--- src/rtl/sram_pkg.sv ---
package sram_pkg;

  // one chip is 256K x 8, the word is striped across chips a byte per lane
  localparam int sram_addr_width = 18;
  localparam int sram_lane_width = 8;

  typedef logic [sram_addr_width-1:0] sram_addr_t;  // word address, shared by every lane
  typedef logic [sram_lane_width-1:0] lane_data_t;  // the byte that one chip holds

endpackage

--- src/rtl/mem_test_pkg.sv ---
package mem_test_pkg;

  // one write sweep and one read sweep make a pass, the request states are the
  // idle cycle that keeps the strobe low between two accesses
  typedef enum logic [2:0] {
    idle,
    write_req,
    write_wait,
    read_req,
    read_wait,
    pass_end
  } seq_state_t;

  // the pattern word is addr * pattern_addr_mul + pass * pattern_pass_mul
  localparam logic [31:0] pattern_addr_mul = 32'h9e3779b9;
  localparam logic [31:0] pattern_pass_mul = 32'h7f4a7c15;  // shifts the pattern every pass

endpackage

--- src/rtl/sram_lane_if.sv ---
interface sram_lane_if import sram_pkg::*; ();

  logic       req;    // one cycle pulse per access
  logic       we;
  sram_addr_t addr;
  lane_data_t wdata;
  lane_data_t rdata;  // valid together with ack
  logic       ack;    // one cycle pulse when the chip cycle is over

  modport split (
    output req,
    output we,
    output addr,
    output wdata
  );

  modport lane (
    input  req,
    input  we,
    input  addr,
    input  wdata,
    output rdata,
    output ack
  );

  // join is a reserved word, so the collecting side is named joiner
  modport joiner (
    input rdata,
    input ack
  );

endinterface

--- src/rtl/mem_test_seq.sv ---
module mem_test_seq import sram_pkg::*, mem_test_pkg::*; #(
  parameter int NUM_S      = 4,
  parameter int NUM_BURSTS = 16,
  parameter int NUM_BEATS  = 8
) (
  input  logic                             clk,
  input  logic                             rst_n,
  output logic                             wb_cyc,
  output logic                             wb_stb,
  output logic                             wb_we,
  output sram_addr_t                       wb_adr,
  output logic [NUM_S*sram_lane_width-1:0] wb_dat_w,
  input  logic                             wb_ack,
  input  logic [NUM_S*sram_lane_width-1:0] wb_dat_r,
  output logic                             test_done,
  output logic                             test_pass
);

  localparam int word_width = NUM_S * sram_lane_width;
  localparam sram_addr_t last_addr = sram_addr_t'(NUM_BURSTS * NUM_BEATS - 1);

  seq_state_t  state;
  seq_state_t  state_nxt;
  sram_addr_t  addr_q;
  logic [31:0] pass_cnt;
  logic        pass_q;
  logic        last_hit;
  logic        access_done;

  // the testbench rebuilds the same word with its own reference function
  function automatic logic [word_width-1:0] pattern_word(sram_addr_t a, logic [31:0] k);
    logic [31:0] mix;
    mix = 32'(a) * pattern_addr_mul + k * pattern_pass_mul;
    return word_width'(mix);
  endfunction

  assign last_hit    = (addr_q == last_addr);
  assign access_done = wb_ack && (state == write_wait || state == read_wait);

  // the bus is decoded from the state, so address and data stay put until ack
  assign wb_stb    = (state == write_wait) || (state == read_wait);
  assign wb_cyc    = wb_stb;
  assign wb_we     = (state == write_wait);
  assign wb_adr    = addr_q;
  assign wb_dat_w  = pattern_word(addr_q, pass_cnt);  // also the expected word on reads
  assign test_done = (state == pass_end);
  assign test_pass = pass_q;

  always_comb begin
    state_nxt = state;
    case (state)
      idle:       state_nxt = write_req;
      write_req:  state_nxt = write_wait;  // strobe low for a cycle after every ack
      write_wait: begin
        if (wb_ack) begin
          state_nxt = last_hit ? read_req : write_req;
        end
      end
      read_req:   state_nxt = read_wait;
      read_wait:  begin
        if (wb_ack) begin
          state_nxt = last_hit ? pass_end : read_req;
        end
      end
      pass_end:   state_nxt = write_req;
      default:    state_nxt = idle;
    endcase
  end

  always_ff @(posedge clk) begin
    if (!rst_n) begin
      state    <= idle;
      addr_q   <= '0;
      pass_cnt <= '0;
      pass_q   <= 1'b1;
    end else begin
      state <= state_nxt;

      // wraps to zero after the last write so the read sweep starts at the bottom
      if (access_done) begin
        addr_q <= last_hit ? '0 : addr_q + sram_addr_t'(1);
      end

      if (wb_ack && state == read_wait && wb_dat_r != wb_dat_w) begin
        pass_q <= 1'b0;  // sticky until the next reset
      end

      if (state == pass_end) begin
        pass_cnt <= pass_cnt + 32'd1;
      end
    end
  end

endmodule

--- src/rtl/stripe_split.sv ---
module stripe_split import sram_pkg::*; #(
  parameter int NUM_S = 4
) (
  input  logic                             clk,
  input  logic                             rst_n,
  input  logic                             wb_cyc,
  input  logic                             wb_stb,
  input  logic                             wb_we,
  input  sram_addr_t                       wb_adr,
  input  logic [NUM_S*sram_lane_width-1:0] wb_dat_w,
  sram_lane_if.split                       lanes [NUM_S]
);

  logic issued;  // set once this strobe has been passed on to the lanes
  logic req;

  // the first strobe cycle fires at once, the lanes register everything themselves
  assign req = wb_cyc && wb_stb && !issued;

  always_ff @(posedge clk) begin
    if (!rst_n) begin
      issued <= 1'b0;
    end else if (!wb_stb) begin
      issued <= 1'b0;  // re-arm for the next access
    end else if (req) begin
      issued <= 1'b1;
    end
  end

  for (genvar i = 0; i < NUM_S; i++) begin : gen_lane
    assign lanes[i].req   = req;
    assign lanes[i].we    = wb_we;
    assign lanes[i].addr  = wb_adr;  // every chip sees the word address
    assign lanes[i].wdata = wb_dat_w[i*sram_lane_width +: sram_lane_width];
  end

endmodule

--- src/rtl/sram_lane.sv ---
module sram_lane import sram_pkg::*; (
  input  logic       clk,
  input  logic       rst_n,
  sram_lane_if.lane  bus,
  output sram_addr_t sram_addr,
  output lane_data_t sram_dout,
  output logic       sram_doe,
  input  lane_data_t sram_din,
  output logic       sram_we_n,
  output logic       sram_oe_n,
  output logic       sram_ce_n
);

  // phase 0 is idle, 1 selects the chip, 2 strobes, 3 releases the strobe
  logic [1:0] phase;
  logic       we_q;
  logic       start;

  assign start = (phase == 2'd0) && bus.req;

  always_ff @(posedge clk) begin
    if (!rst_n) begin
      phase     <= 2'd0;
      we_q      <= 1'b0;
      sram_ce_n <= 1'b1;
      sram_we_n <= 1'b1;
      sram_oe_n <= 1'b1;
      sram_doe  <= 1'b0;
      bus.ack   <= 1'b0;
    end else begin
      bus.ack <= 1'b0;
      case (phase)
        2'd0: begin
          if (bus.req) begin
            phase     <= 2'd1;
            we_q      <= bus.we;
            sram_ce_n <= 1'b0;
            sram_doe  <= bus.we;  // drive the pins a cycle before we_n falls
          end
        end
        2'd1: begin
          phase     <= 2'd2;
          sram_we_n <= !we_q;
          sram_oe_n <= we_q;
        end
        2'd2: begin
          phase     <= 2'd3;
          sram_we_n <= 1'b1;  // the chip latches write data on this rising edge
          sram_oe_n <= 1'b1;
          bus.ack   <= 1'b1;
        end
        default: begin
          // ce_n and the data drive are held through phase 3 for write hold time
          phase     <= 2'd0;
          sram_ce_n <= 1'b1;
          sram_doe  <= 1'b0;
        end
      endcase
    end
  end

  always_ff @(posedge clk) begin
    if (start) begin
      sram_addr <= bus.addr;
      sram_dout <= bus.wdata;
    end

    // oe_n has been low for the whole cycle, so the data has settled
    if (phase == 2'd2 && !we_q) begin
      bus.rdata <= sram_din;
    end
  end

endmodule

--- src/rtl/stripe_join.sv ---
module stripe_join import sram_pkg::*; #(
  parameter int NUM_S = 4
) (
  input  logic                             clk,
  input  logic                             rst_n,
  sram_lane_if.joiner                      lanes [NUM_S],
  output logic                             wb_ack,
  output logic [NUM_S*sram_lane_width-1:0] wb_dat_r
);

  logic [NUM_S-1:0]                      lane_ack;
  logic [NUM_S-1:0][sram_lane_width-1:0] lane_rdata;
  logic [NUM_S-1:0]                      done;  // lanes finished with the current access

  // interface arrays only take constant indices, so flatten them first
  for (genvar i = 0; i < NUM_S; i++) begin : gen_lane
    assign lane_ack[i]   = lanes[i].ack;
    assign lane_rdata[i] = lanes[i].rdata;
  end

  // high for a single cycle since done is cleared right behind it
  assign wb_ack = &done;

  always_ff @(posedge clk) begin
    if (!rst_n) begin
      done <= '0;
    end else if (wb_ack) begin
      done <= '0;
    end else begin
      done <= done | lane_ack;
    end
  end

  always_ff @(posedge clk) begin
    for (int i = 0; i < NUM_S; i++) begin
      if (lane_ack[i]) begin
        wb_dat_r[i*sram_lane_width +: sram_lane_width] <= lane_rdata[i];
      end
    end
  end

endmodule

--- src/rtl/mem_test_striped.sv ---
module mem_test_striped import sram_pkg::*; #(
  parameter int NUM_S      = 4,
  parameter int NUM_BURSTS = 16,
  parameter int NUM_BEATS  = 8
) (
  input  logic                         clk,
  input  logic                         rst_n,
  output logic                         test_done,
  output logic                         test_pass,
  output sram_addr_t [NUM_S-1:0]       sram_addr,
  output lane_data_t [NUM_S-1:0]       sram_dout,
  output logic       [NUM_S-1:0]       sram_doe,
  input  lane_data_t [NUM_S-1:0]       sram_din,
  output logic       [NUM_S-1:0]       sram_we_n,
  output logic       [NUM_S-1:0]       sram_oe_n,
  output logic       [NUM_S-1:0]       sram_ce_n
);

  localparam int word_width = NUM_S * sram_lane_width;

  logic                  wb_cyc;
  logic                  wb_stb;
  logic                  wb_we;
  sram_addr_t            wb_adr;
  logic [word_width-1:0] wb_dat_w;
  logic                  wb_ack;
  logic [word_width-1:0] wb_dat_r;

  sram_lane_if lane_bus [NUM_S] ();

  mem_test_seq #(
    .NUM_S      (NUM_S),
    .NUM_BURSTS (NUM_BURSTS),
    .NUM_BEATS  (NUM_BEATS)
  ) mem_test_seq_i (
    .clk       (clk),
    .rst_n     (rst_n),
    .wb_cyc    (wb_cyc),
    .wb_stb    (wb_stb),
    .wb_we     (wb_we),
    .wb_adr    (wb_adr),
    .wb_dat_w  (wb_dat_w),
    .wb_ack    (wb_ack),
    .wb_dat_r  (wb_dat_r),
    .test_done (test_done),
    .test_pass (test_pass)
  );

  stripe_split #(
    .NUM_S (NUM_S)
  ) stripe_split_i (
    .clk      (clk),
    .rst_n    (rst_n),
    .wb_cyc   (wb_cyc),
    .wb_stb   (wb_stb),
    .wb_we    (wb_we),
    .wb_adr   (wb_adr),
    .wb_dat_w (wb_dat_w),
    .lanes    (lane_bus)
  );

  // one controller per chip, all of them step through the same cycle together
  for (genvar i = 0; i < NUM_S; i++) begin : gen_lane
    sram_lane sram_lane_i (
      .clk       (clk),
      .rst_n     (rst_n),
      .bus       (lane_bus[i]),
      .sram_addr (sram_addr[i]),
      .sram_dout (sram_dout[i]),
      .sram_doe  (sram_doe[i]),
      .sram_din  (sram_din[i]),
      .sram_we_n (sram_we_n[i]),
      .sram_oe_n (sram_oe_n[i]),
      .sram_ce_n (sram_ce_n[i])
    );
  end

  stripe_join #(
    .NUM_S (NUM_S)
  ) stripe_join_i (
    .clk      (clk),
    .rst_n    (rst_n),
    .lanes    (lane_bus),
    .wb_ack   (wb_ack),
    .wb_dat_r (wb_dat_r)
  );

endmodule

--- config.mk ---
export PLATFORM = sky130hd
export DESIGN_NAME = mem_test_striped
export DESIGN_NICKNAME = d
export VERILOG_FILES = /design/src/rtl/sram_pkg.sv /design/src/rtl/mem_test_pkg.sv /design/src/rtl/sram_lane_if.sv /design/src/rtl/mem_test_seq.sv /design/src/rtl/stripe_split.sv /design/src/rtl/sram_lane.sv /design/src/rtl/stripe_join.sv /design/src/rtl/mem_test_striped.sv
export SDC_FILE = /design/constraint.sdc
export NUM_CORES = 1
export LEC_CHECK = 0
export ABC_AREA = 1
export BUFFER_PORTS_ARGS = -buffer_cell sky130_fd_sc_hd__buf_2
export CORE_ASPECT_RATIO = 0.6
export CORE_MARGIN = 2
export CORE_UTILIZATION = 23
export CTS_CLUSTER_DIAMETER = 100
export DETAILED_ROUTE_END_ITERATION = 8
export PLACE_DENSITY = 0.48
export SLEW_MARGIN = 40
export SYNTH_ARGS = -nofsm -noshare
export SYNTH_HDL_FRONTEND = slang
export SYNTH_SLANG_ARGS = --single-unit
--- constraint.sdc ---
create_clock -name clk -period 8.5 [get_ports clk]
set_input_delay 2.125 -clock clk [delete_from_list [all_inputs] [get_ports clk]]
set_output_delay 2.125 -clock clk [all_outputs]
set_load 0.02 [all_outputs]
==> impl_metrics.yaml, run 1 <==
detailed_routing:
  drcViolationCount: 0
  first_pass_iters: 5
  drt-initial-drc-count: 1552
  drt_wl_total_mm: 81.9
  wl_per_cell_um: 20.0
  drtAntennaViolNets: 0
  drt-vias-per-instance: 4.22
  vias: 17303
sta:
  fmax_mhz: 121
  setup_ws_ns: 0.222
  report.final.slew_viol_count: 0
  finalSetupTns_ns: 0
  worstMarginPinSlew_ns: 0.786
  min_period_ns: 8.28
  finalCritPeriodShare: 0.974
  hold_viol: 0
  clock_skew_ns: 0.0216
  setup_violations: 0
  slew_headroom: 0.472
  rsz0062_at_grt: "false"
  hold-worst-slack_ns: 0.421
worst_setup_path:
  slowest_stage: "fa_1"
  r2r_cells: 28
  end_kind: "register"
  cpPeakStageDelay_ns: 0.76
  rr_endpoint: "mem_test_seq_i.test_pass"
  worstPathArrival_ns: 8.82
  critPathLaunchType: "register"
  worst-setup-path-type: "register to register"
  path_common_cell: "fa_1"
  cp_data_required_time_ns: 9.04
  rrSetupSlack_ns: 0.22
  startpoint: "mem_test_seq_i.wb_adr[17]"
  worstReg2RegStart: "mem_test_seq_i.wb_adr[17]"
  critPathMaxFanout: 10
clock_network:
  root_buffer: "clkbuf_16"
  postCtsSetupBuffers: 0
  cts.path.max_buffers: 3
  cts.sinks: 259
  clk_latency_ns: 0.62
  htreeDepth: 1
  cts_tree: "done"
  clk_pin_slew_worst_paths_ns: 0.07
  cts_made_buffers: 26
die:
  initial_core_util: 0.233
  io_pins: 156
  core_area_mm2: 0.108
  rows: 93
  die_h_um: 260
  dieArea_mm2: 0.112
  die_w_um: 430
hold_path:
  min_to: "stripe_join_i.wb_dat_r[29]"
  hold_class: "register to register"
  holdPathStages: 0
  min_from: "gen_lane[3].sram_lane_i.bus.rdata[5]"
power:
  p_per_area_mw_per_mm2: 136
  ir_drop_uv: 159
  p_leak_nw: 14.3
  total_power_mw: 3.92
synthesis:
  netlist.area_leader.share: 0.298
  yosys_warnings: 0
  syn_area_mm2: 0.0251
  yosysUniqueCellTypes: 50
  synth_top_family_by_area: "adder cells"
  synth-adder-area-share: 0.454
  syn_nets: 3179
  synthSimpleGateAreaFrac: 0.103
  synthArstFlopShare: 0
  synthXorXnorAreaFrac: 0.0213
  yosysMostFrequentCell: "inv_1"
  synth_ff_type: "edfxtp_1"
  muxShareOfSynthArea: 0
  yosys_register_bits: 259
  syn_inst: 2460
  ys_top_cells_by_area: "fa_1 (30%), edfxtp_1 (20%), ha_1 (16%)"
  synth_compound_gate_area_share: 0.0401
  synth.avg_cell_area_um2: 10.2
  synth-edff-count: 168
  synthTopCellsByCount: "inv_1 (665), fa_1 (373), ha_1 (312)"
  yosysSeqAreaShare: 0.274
  synth.largest_area_cell: "fa_1"
placement:
  dp.cells: 4056
  hpwlAfterDp_mm: 71.3
  numPortBuffers: 155
  gp_congestion: 0.953
  pre_cts_slack_ns: 0.273
global_route:
  track_usage: 0.147
  grt_max_degree: 45
  grt-ovfl-total: 0
  grt_pass1_vias: 17035
  grt_pass1_wl_mm: 119
  antenna_found_initial: 3
layout:
  n_antenna_cell: 0
  fill_cells: 11370
  drive_gt1_frac: 0.112
  finalNonFillerCells: 4104
  area_growth_pct: 14.7
  final_nets: 3378
status:
  status: "completed"
run:
  drv_cap: 0
-- sequential cells by signal (all words and copies together) (netlist names) --
name / cells
gen_lane.sram_lane_i.sram_doe: 4
mem_test_seq_i.test_pass: 1
gen_lane.sram_lane_i.bus.rdata: 32
gen_lane.sram_lane_i.we_q: 4
gen_lane.sram_lane_i.sram_addr: 72
gen_lane.sram_lane_i.bus.ack: 4
stripe_split_i.issued: 1
gen_lane.sram_lane_i.sram_ce_n: 4
stripe_join_i.done: 4
stripe_join_i.wb_dat_r: 32
mem_test_seq_i.wb_adr: 18
gen_lane.sram_lane_i.sram_dout: 32
mem_test_seq_i.pass_cnt: 32
gen_lane.sram_lane_i.phase: 8
gen_lane.sram_lane_i.sram_we_n: 4
mem_test_seq_i.state: 3
gen_lane.sram_lane_i.sram_oe_n: 4
-- worst max path at each step --
stage	depth (start not counted)	end	slack [ns]
after global routing	28	mem_test_seq_i.test_pass	0.02
after CTS	27	mem_test_seq_i.test_pass	0.18
after detailed placement	27	mem_test_seq_i.test_pass	0.27
after floorplan	33	mem_test_seq_i.test_pass	1.55
final	28	mem_test_seq_i.test_pass	0.22
after global placement	27	mem_test_seq_i.test_pass	0.16
-- repair_timing --
| item | 4_1_cts | 5_1_grt |
|---|---|---|
| hold buffers | 0 | 0 |
| setup endpoints to repair | 0 | 1 |
| resized for setup | 0 | 6 |
| hold endpoints to repair | 0 | 0 |
-- stage by stage --
stage / utilization / instance area [um^2]
floorplan: - / 25100
global placement: 0.258 / 27800
detailed placement: 0.259 / 27800
CTS: 0.267 / 28700
global route: 0.267 / 28800
finish: 0.267 / 28800
-- power by group --
group / switching (mW) / internal (mW)
Combinational: 0.671 / 0.259
Sequential: 0.106 / 1.62
Clock: 0.567 / 0.695
Total: 1.34 / 2.58
-- logic make-up after synthesis --
group,after synthesis
flip-flops,259
buffers and inverters,704
adder cells (fa/ha/maj),685
XOR/XNOR,56
AND/OR/NAND/NOR,570
AO/OA/AOI/OAI,186
-- worst max-delay path, delay by kind of cell (launching register included) --
kind,cells,cell delay (ns)
AOI/OAI and AO/OA,2,0.34
and+or+nand+nor,10,1.46
DFF,1,0.74
buffers and inverters,6,0.43
adders and majority gates,10,5.21
-- per-layer routing --
layer  GRT usage  routed length, um  up-vias
met5           0                  0        -
met1       0.255              45600     8643
met4      0.0158                740        0
li1            -                  -     7967
met3      0.0615              10400       41
met2       0.155              25200      652
-- final cells by class --
| class | instances | area (um^2) | area share |
|---|---|---|---|
| multi-input combinational | 1497 | 15500 | 0.541 |
| timing repair buffer | 196 | 1100 | 0.0382 |
| tap | 1425 | 1780 | 0.0620 |
| clock inverter | 18 | 238 | 0.00827 |
| inverter | 679 | 2550 | 0.0887 |
| clock buffer | 30 | 666 | 0.0232 |
| sequential | 259 | 6870 | 0.239 |
-- placed cells by master, fill, tap and decap left out, types with 3 or more instances in the layout --
master,count
inv_1,665
fa_1,373
ha_1,312
nand2_1,299
edfxtp_1,168
buf_2,155
nor2_1,103
a21oi_1,86
dfxtp_1,85
nand3_1,75
o21ai_0,51
xor2_1,40
buf_4,39
clkbuf_16,26
o21ai_1,18
nor3_1,17
nor2_4,14
nand4_1,14
xnor2_1,13
a211oi_1,10
inv_2,9
nor2_2,9
a21o_1,7
nand2_2,6
clkinv_1,6
clkinv_2,6
dfxtp_2,6
nand3b_1,5
o21bai_1,4
o21a_1,4
nor4_1,4
clkbuf_1,4
bufinv_16,4
or2_1,3
nand2_4,3
nand3_2,3
clkinv_4,3
(Power assumes the default switching activity.)
==> run 2: changes to the inputs <==
--- a/config.mk
+++ b/config.mk
@@ -5,7 +5,6 @@
 export SDC_FILE = /design/constraint.sdc
 export NUM_CORES = 1
 export LEC_CHECK = 0
-export ABC_AREA = 1
 export BUFFER_PORTS_ARGS = -buffer_cell sky130_fd_sc_hd__buf_2
 export CORE_ASPECT_RATIO = 0.6
 export CORE_MARGIN = 2
==> impl_metrics.yaml, run 2 <==
synthesis:
  yosysUniqueCellTypes: 77
  yosysSeqAreaShare: 0.275
  synth-edff-count: 168
  syn_nets: 2929
  synthArstFlopShare: 0
  yosys_warnings: 0
  synth.largest_area_cell: "fa_1"
  yosys_register_bits: 259
  synth_ff_type: "edfxtp_1"
  ys_top_cells_by_area: "fa_1 (30%), edfxtp_1 (20%), ha_1 (16%)"
  synth.avg_cell_area_um2: 11.3
  yosysMostFrequentCell: "inv_1"
  syn_area_mm2: 0.0250
  syn_inst: 2210
  netlist.area_leader.share: 0.299
  synthTopCellsByCount: "inv_1 (535), fa_1 (373), ha_1 (312)"
sta:
  finalCritPeriodShare: 0.969
  hold_viol: 0
  finalSetupTns_ns: 0
  min_period_ns: 8.24
  hold-worst-slack_ns: 0.420
  worstMarginPinSlew_ns: 0.799
  rsz0062_at_grt: "false"
  clock_skew_ns: 0.0177
  setup_violations: 0
  fmax_mhz: 121
  setup_ws_ns: 0.263
  report.final.slew_viol_count: 0
  slew_headroom: 0.466
power:
  p_leak_nw: 13.5
  p_per_area_mw_per_mm2: 113
  p_clk_frac: 0.392
  total_power_mw: 3.26
  switchingPower_mw: 0.940
  p_comb_frac: 0.142
  pwr-share-seq: 0.467
  swShare: 0.288
  power.internal_mw: 2.32
  ir_drop_uv: 151
die:
  die_w_um: 430
  die_h_um: 259
  rows: 93
  dieArea_mm2: 0.111
  core_area_mm2: 0.108
  initial_core_util: 0.233
  io_pins: 156
clock_network:
  ctsHoldBuffers: 0
  cts_repair_resize_count: 0
  clk_pin_slew_worst_paths_ns: 0.07
  root_buffer: "clkbuf_16"
  cts_made_buffers: 27
  cts.sinks: 259
  cts.path.max_buffers: 3
  clk_latency_ns: 0.61
  htreeDepth: 1
  cts_tree: "done"
  postCtsSetupBuffers: 0
placement:
  dp.cells: 3801
  numPortBuffers: 155
  gp_congestion: 0.942
  hpwlAfterDp_mm: 71.1
  pre_cts_slack_ns: 0.0842
  placed_area_mm2: 0.0278
worst_setup_path:
  slowest_stage: "fa_1"
  cp_data_required_time_ns: 9.00
  rr_endpoint: "mem_test_seq_i.test_pass"
  r2r_cells: 23
  worstPathArrival_ns: 8.73
  cpPeakStageDelay_ns: 0.74
  rrSetupSlack_ns: 0.26
  path_common_cell: "fa_1"
  critPathMaxFanout: 9
  worstReg2RegStart: "mem_test_seq_i.wb_adr[7]"
  cp_cell_sequence: "fa_1 > inv_1 > fa_1 > inv_1 > fa_1 > fa_1 > inv_1 > fa_1 > inv_1 > fa_1 > fa_1 > fa_1 > fa_1 > ha_1 > nand2_1 > o21a_1 > o221ai_1 > nor3_1 > a221o_1 > or3_1 > and4_1 > nand4_1 > o31ai_2"
  worst-setup-path-type: "register to register"
  critPathLaunchType: "register"
  end_kind: "register"
detailed_routing:
  wl_per_cell_um: 21.3
  drt-initial-drc-count: 1401
  drtAntennaViolNets: 0
  drt_wl_total_mm: 81.9
  drt-vias-per-instance: 4.28
  drcViolationCount: 0
  vias: 16480
  first_pass_iters: 7
layout:
  n_antenna_cell: 0
  fill_cells: 11420
  mostFrequentLayoutCell: "inv_1"
  area_growth_pct: 15.1
  finalCoreUtilization: 0.268
  largest_register_ffs: 72
  layout_common_cells: "inv_1 (535), fa_1 (373), ha_1 (310), edfxtp_1 (168), buf_2 (155)"
  finalNonFillerCells: 3851
  final_cell_area_mm2: 0.0288
  drive_gt1_frac: 0.122
  final_nets: 3124
  largest_register: "gen_lane.sram_lane_i.sram_addr"
hold_path:
  hold_class: "register to register"
  min_to: "stripe_join_i.wb_dat_r[19]"
  holdPathStages: 0
  min_from: "gen_lane[2].sram_lane_i.bus.rdata[3]"
status:
  status: "completed"
global_route:
  grt_pass1_vias: 16705
  antenna_found_initial: 0
  grt_max_degree: 75
  track_usage: 0.147
  grt-ovfl-total: 0
  grt_pass1_wl_mm: 119
run:
  drv_cap: 0
## run 2: changes by cell type after synthesis, sizes merged, moves of 14 or more
cell and change:
and3 +16, a21oi -45, nand3 -49, and2 +43, inv -139, clkbuf +26, nor2 -75, xnor2 +95
nor2b +21, nand2 -233, o21ai -29, or3 +14
## run 2: power groups by stage
stage                     clock, mW  sequential [mW]  combinational, mW
after global routing           1.38             1.53              0.503
after CTS                      1.33             1.52              0.466
after global placement            0             1.55              0.461
after floorplan                   0             1.62              0.210
after detailed placement          0             1.55              0.465
final                          1.28             1.52              0.462
## run 2: cell families (layout without fill, tap and decap cells)
kind of cell,Yosys count,count (layout),share of synthesized area
adders and majority gates,685,685,0.455
buffers and inverters,591,807,0.0916
AOI/OAI and AO/OA,183,183,0.0502
muxes,11,11,0.00445
DFF,259,259,0.275
xor gates and xnor gates,151,151,0.0546
and+or+nand+nor,330,330,0.0700
## run 2: how the worst max path moves through the flow
stage / depth (start not counted) / start / to / slack (ns)
after floorplan: 23 / mem_test_seq_i.wb_adr[13] / mem_test_seq_i.test_pass / 0.88
after global placement: 23 / mem_test_seq_i.wb_adr[8] / mem_test_seq_i.test_pass / 0.05
after detailed placement: 23 / mem_test_seq_i.wb_adr[8] / mem_test_seq_i.test_pass / 0.08
after CTS: 23 / mem_test_seq_i.wb_adr[8] / mem_test_seq_i.test_pass / 0.07
after global routing: 24 / mem_test_seq_i.wb_adr[9] / mem_test_seq_i.test_pass / 0.002
final: 23 / mem_test_seq_i.wb_adr[7] / mem_test_seq_i.test_pass / 0.26
## run 2: area by class of cell
cell class | count | area [um^2] | area share
clock inverter | 17 | 218 | 0.00756
sequential | 259 | 6870 | 0.239
clock buffer | 33 | 698 | 0.0243
multi-input combinational | 1360 | 15900 | 0.553
timing repair buffer | 221 | 1270 | 0.0443
inverter | 536 | 2010 | 0.0699
tap | 1425 | 1780 | 0.0620
## run 2: critical path: cells and delay by family, from the launching register on
family | cells | cell delay, ns
adder cells (fa/ha/maj) | 10 | 5.34
AO/OA/AOI/OAI | 4 | 1.08
AND/OR/NAND/NOR | 5 | 0.90
flip-flops | 1 | 0.53
buffers and inverters | 4 | 0.28
## run 2: routing by layer
| metal | vias to the layer above | routed length (um) | global-route usage |
|---|---|---|---|
| met5 | - | 0 | 0 |
| met4 | 0 | 732 | 0.0154 |
| met3 | 35 | 9500 | 0.0578 |
| met2 | 542 | 26000 | 0.162 |
| met1 | 8478 | 45700 | 0.252 |
| li1 | 7425 | - | - |
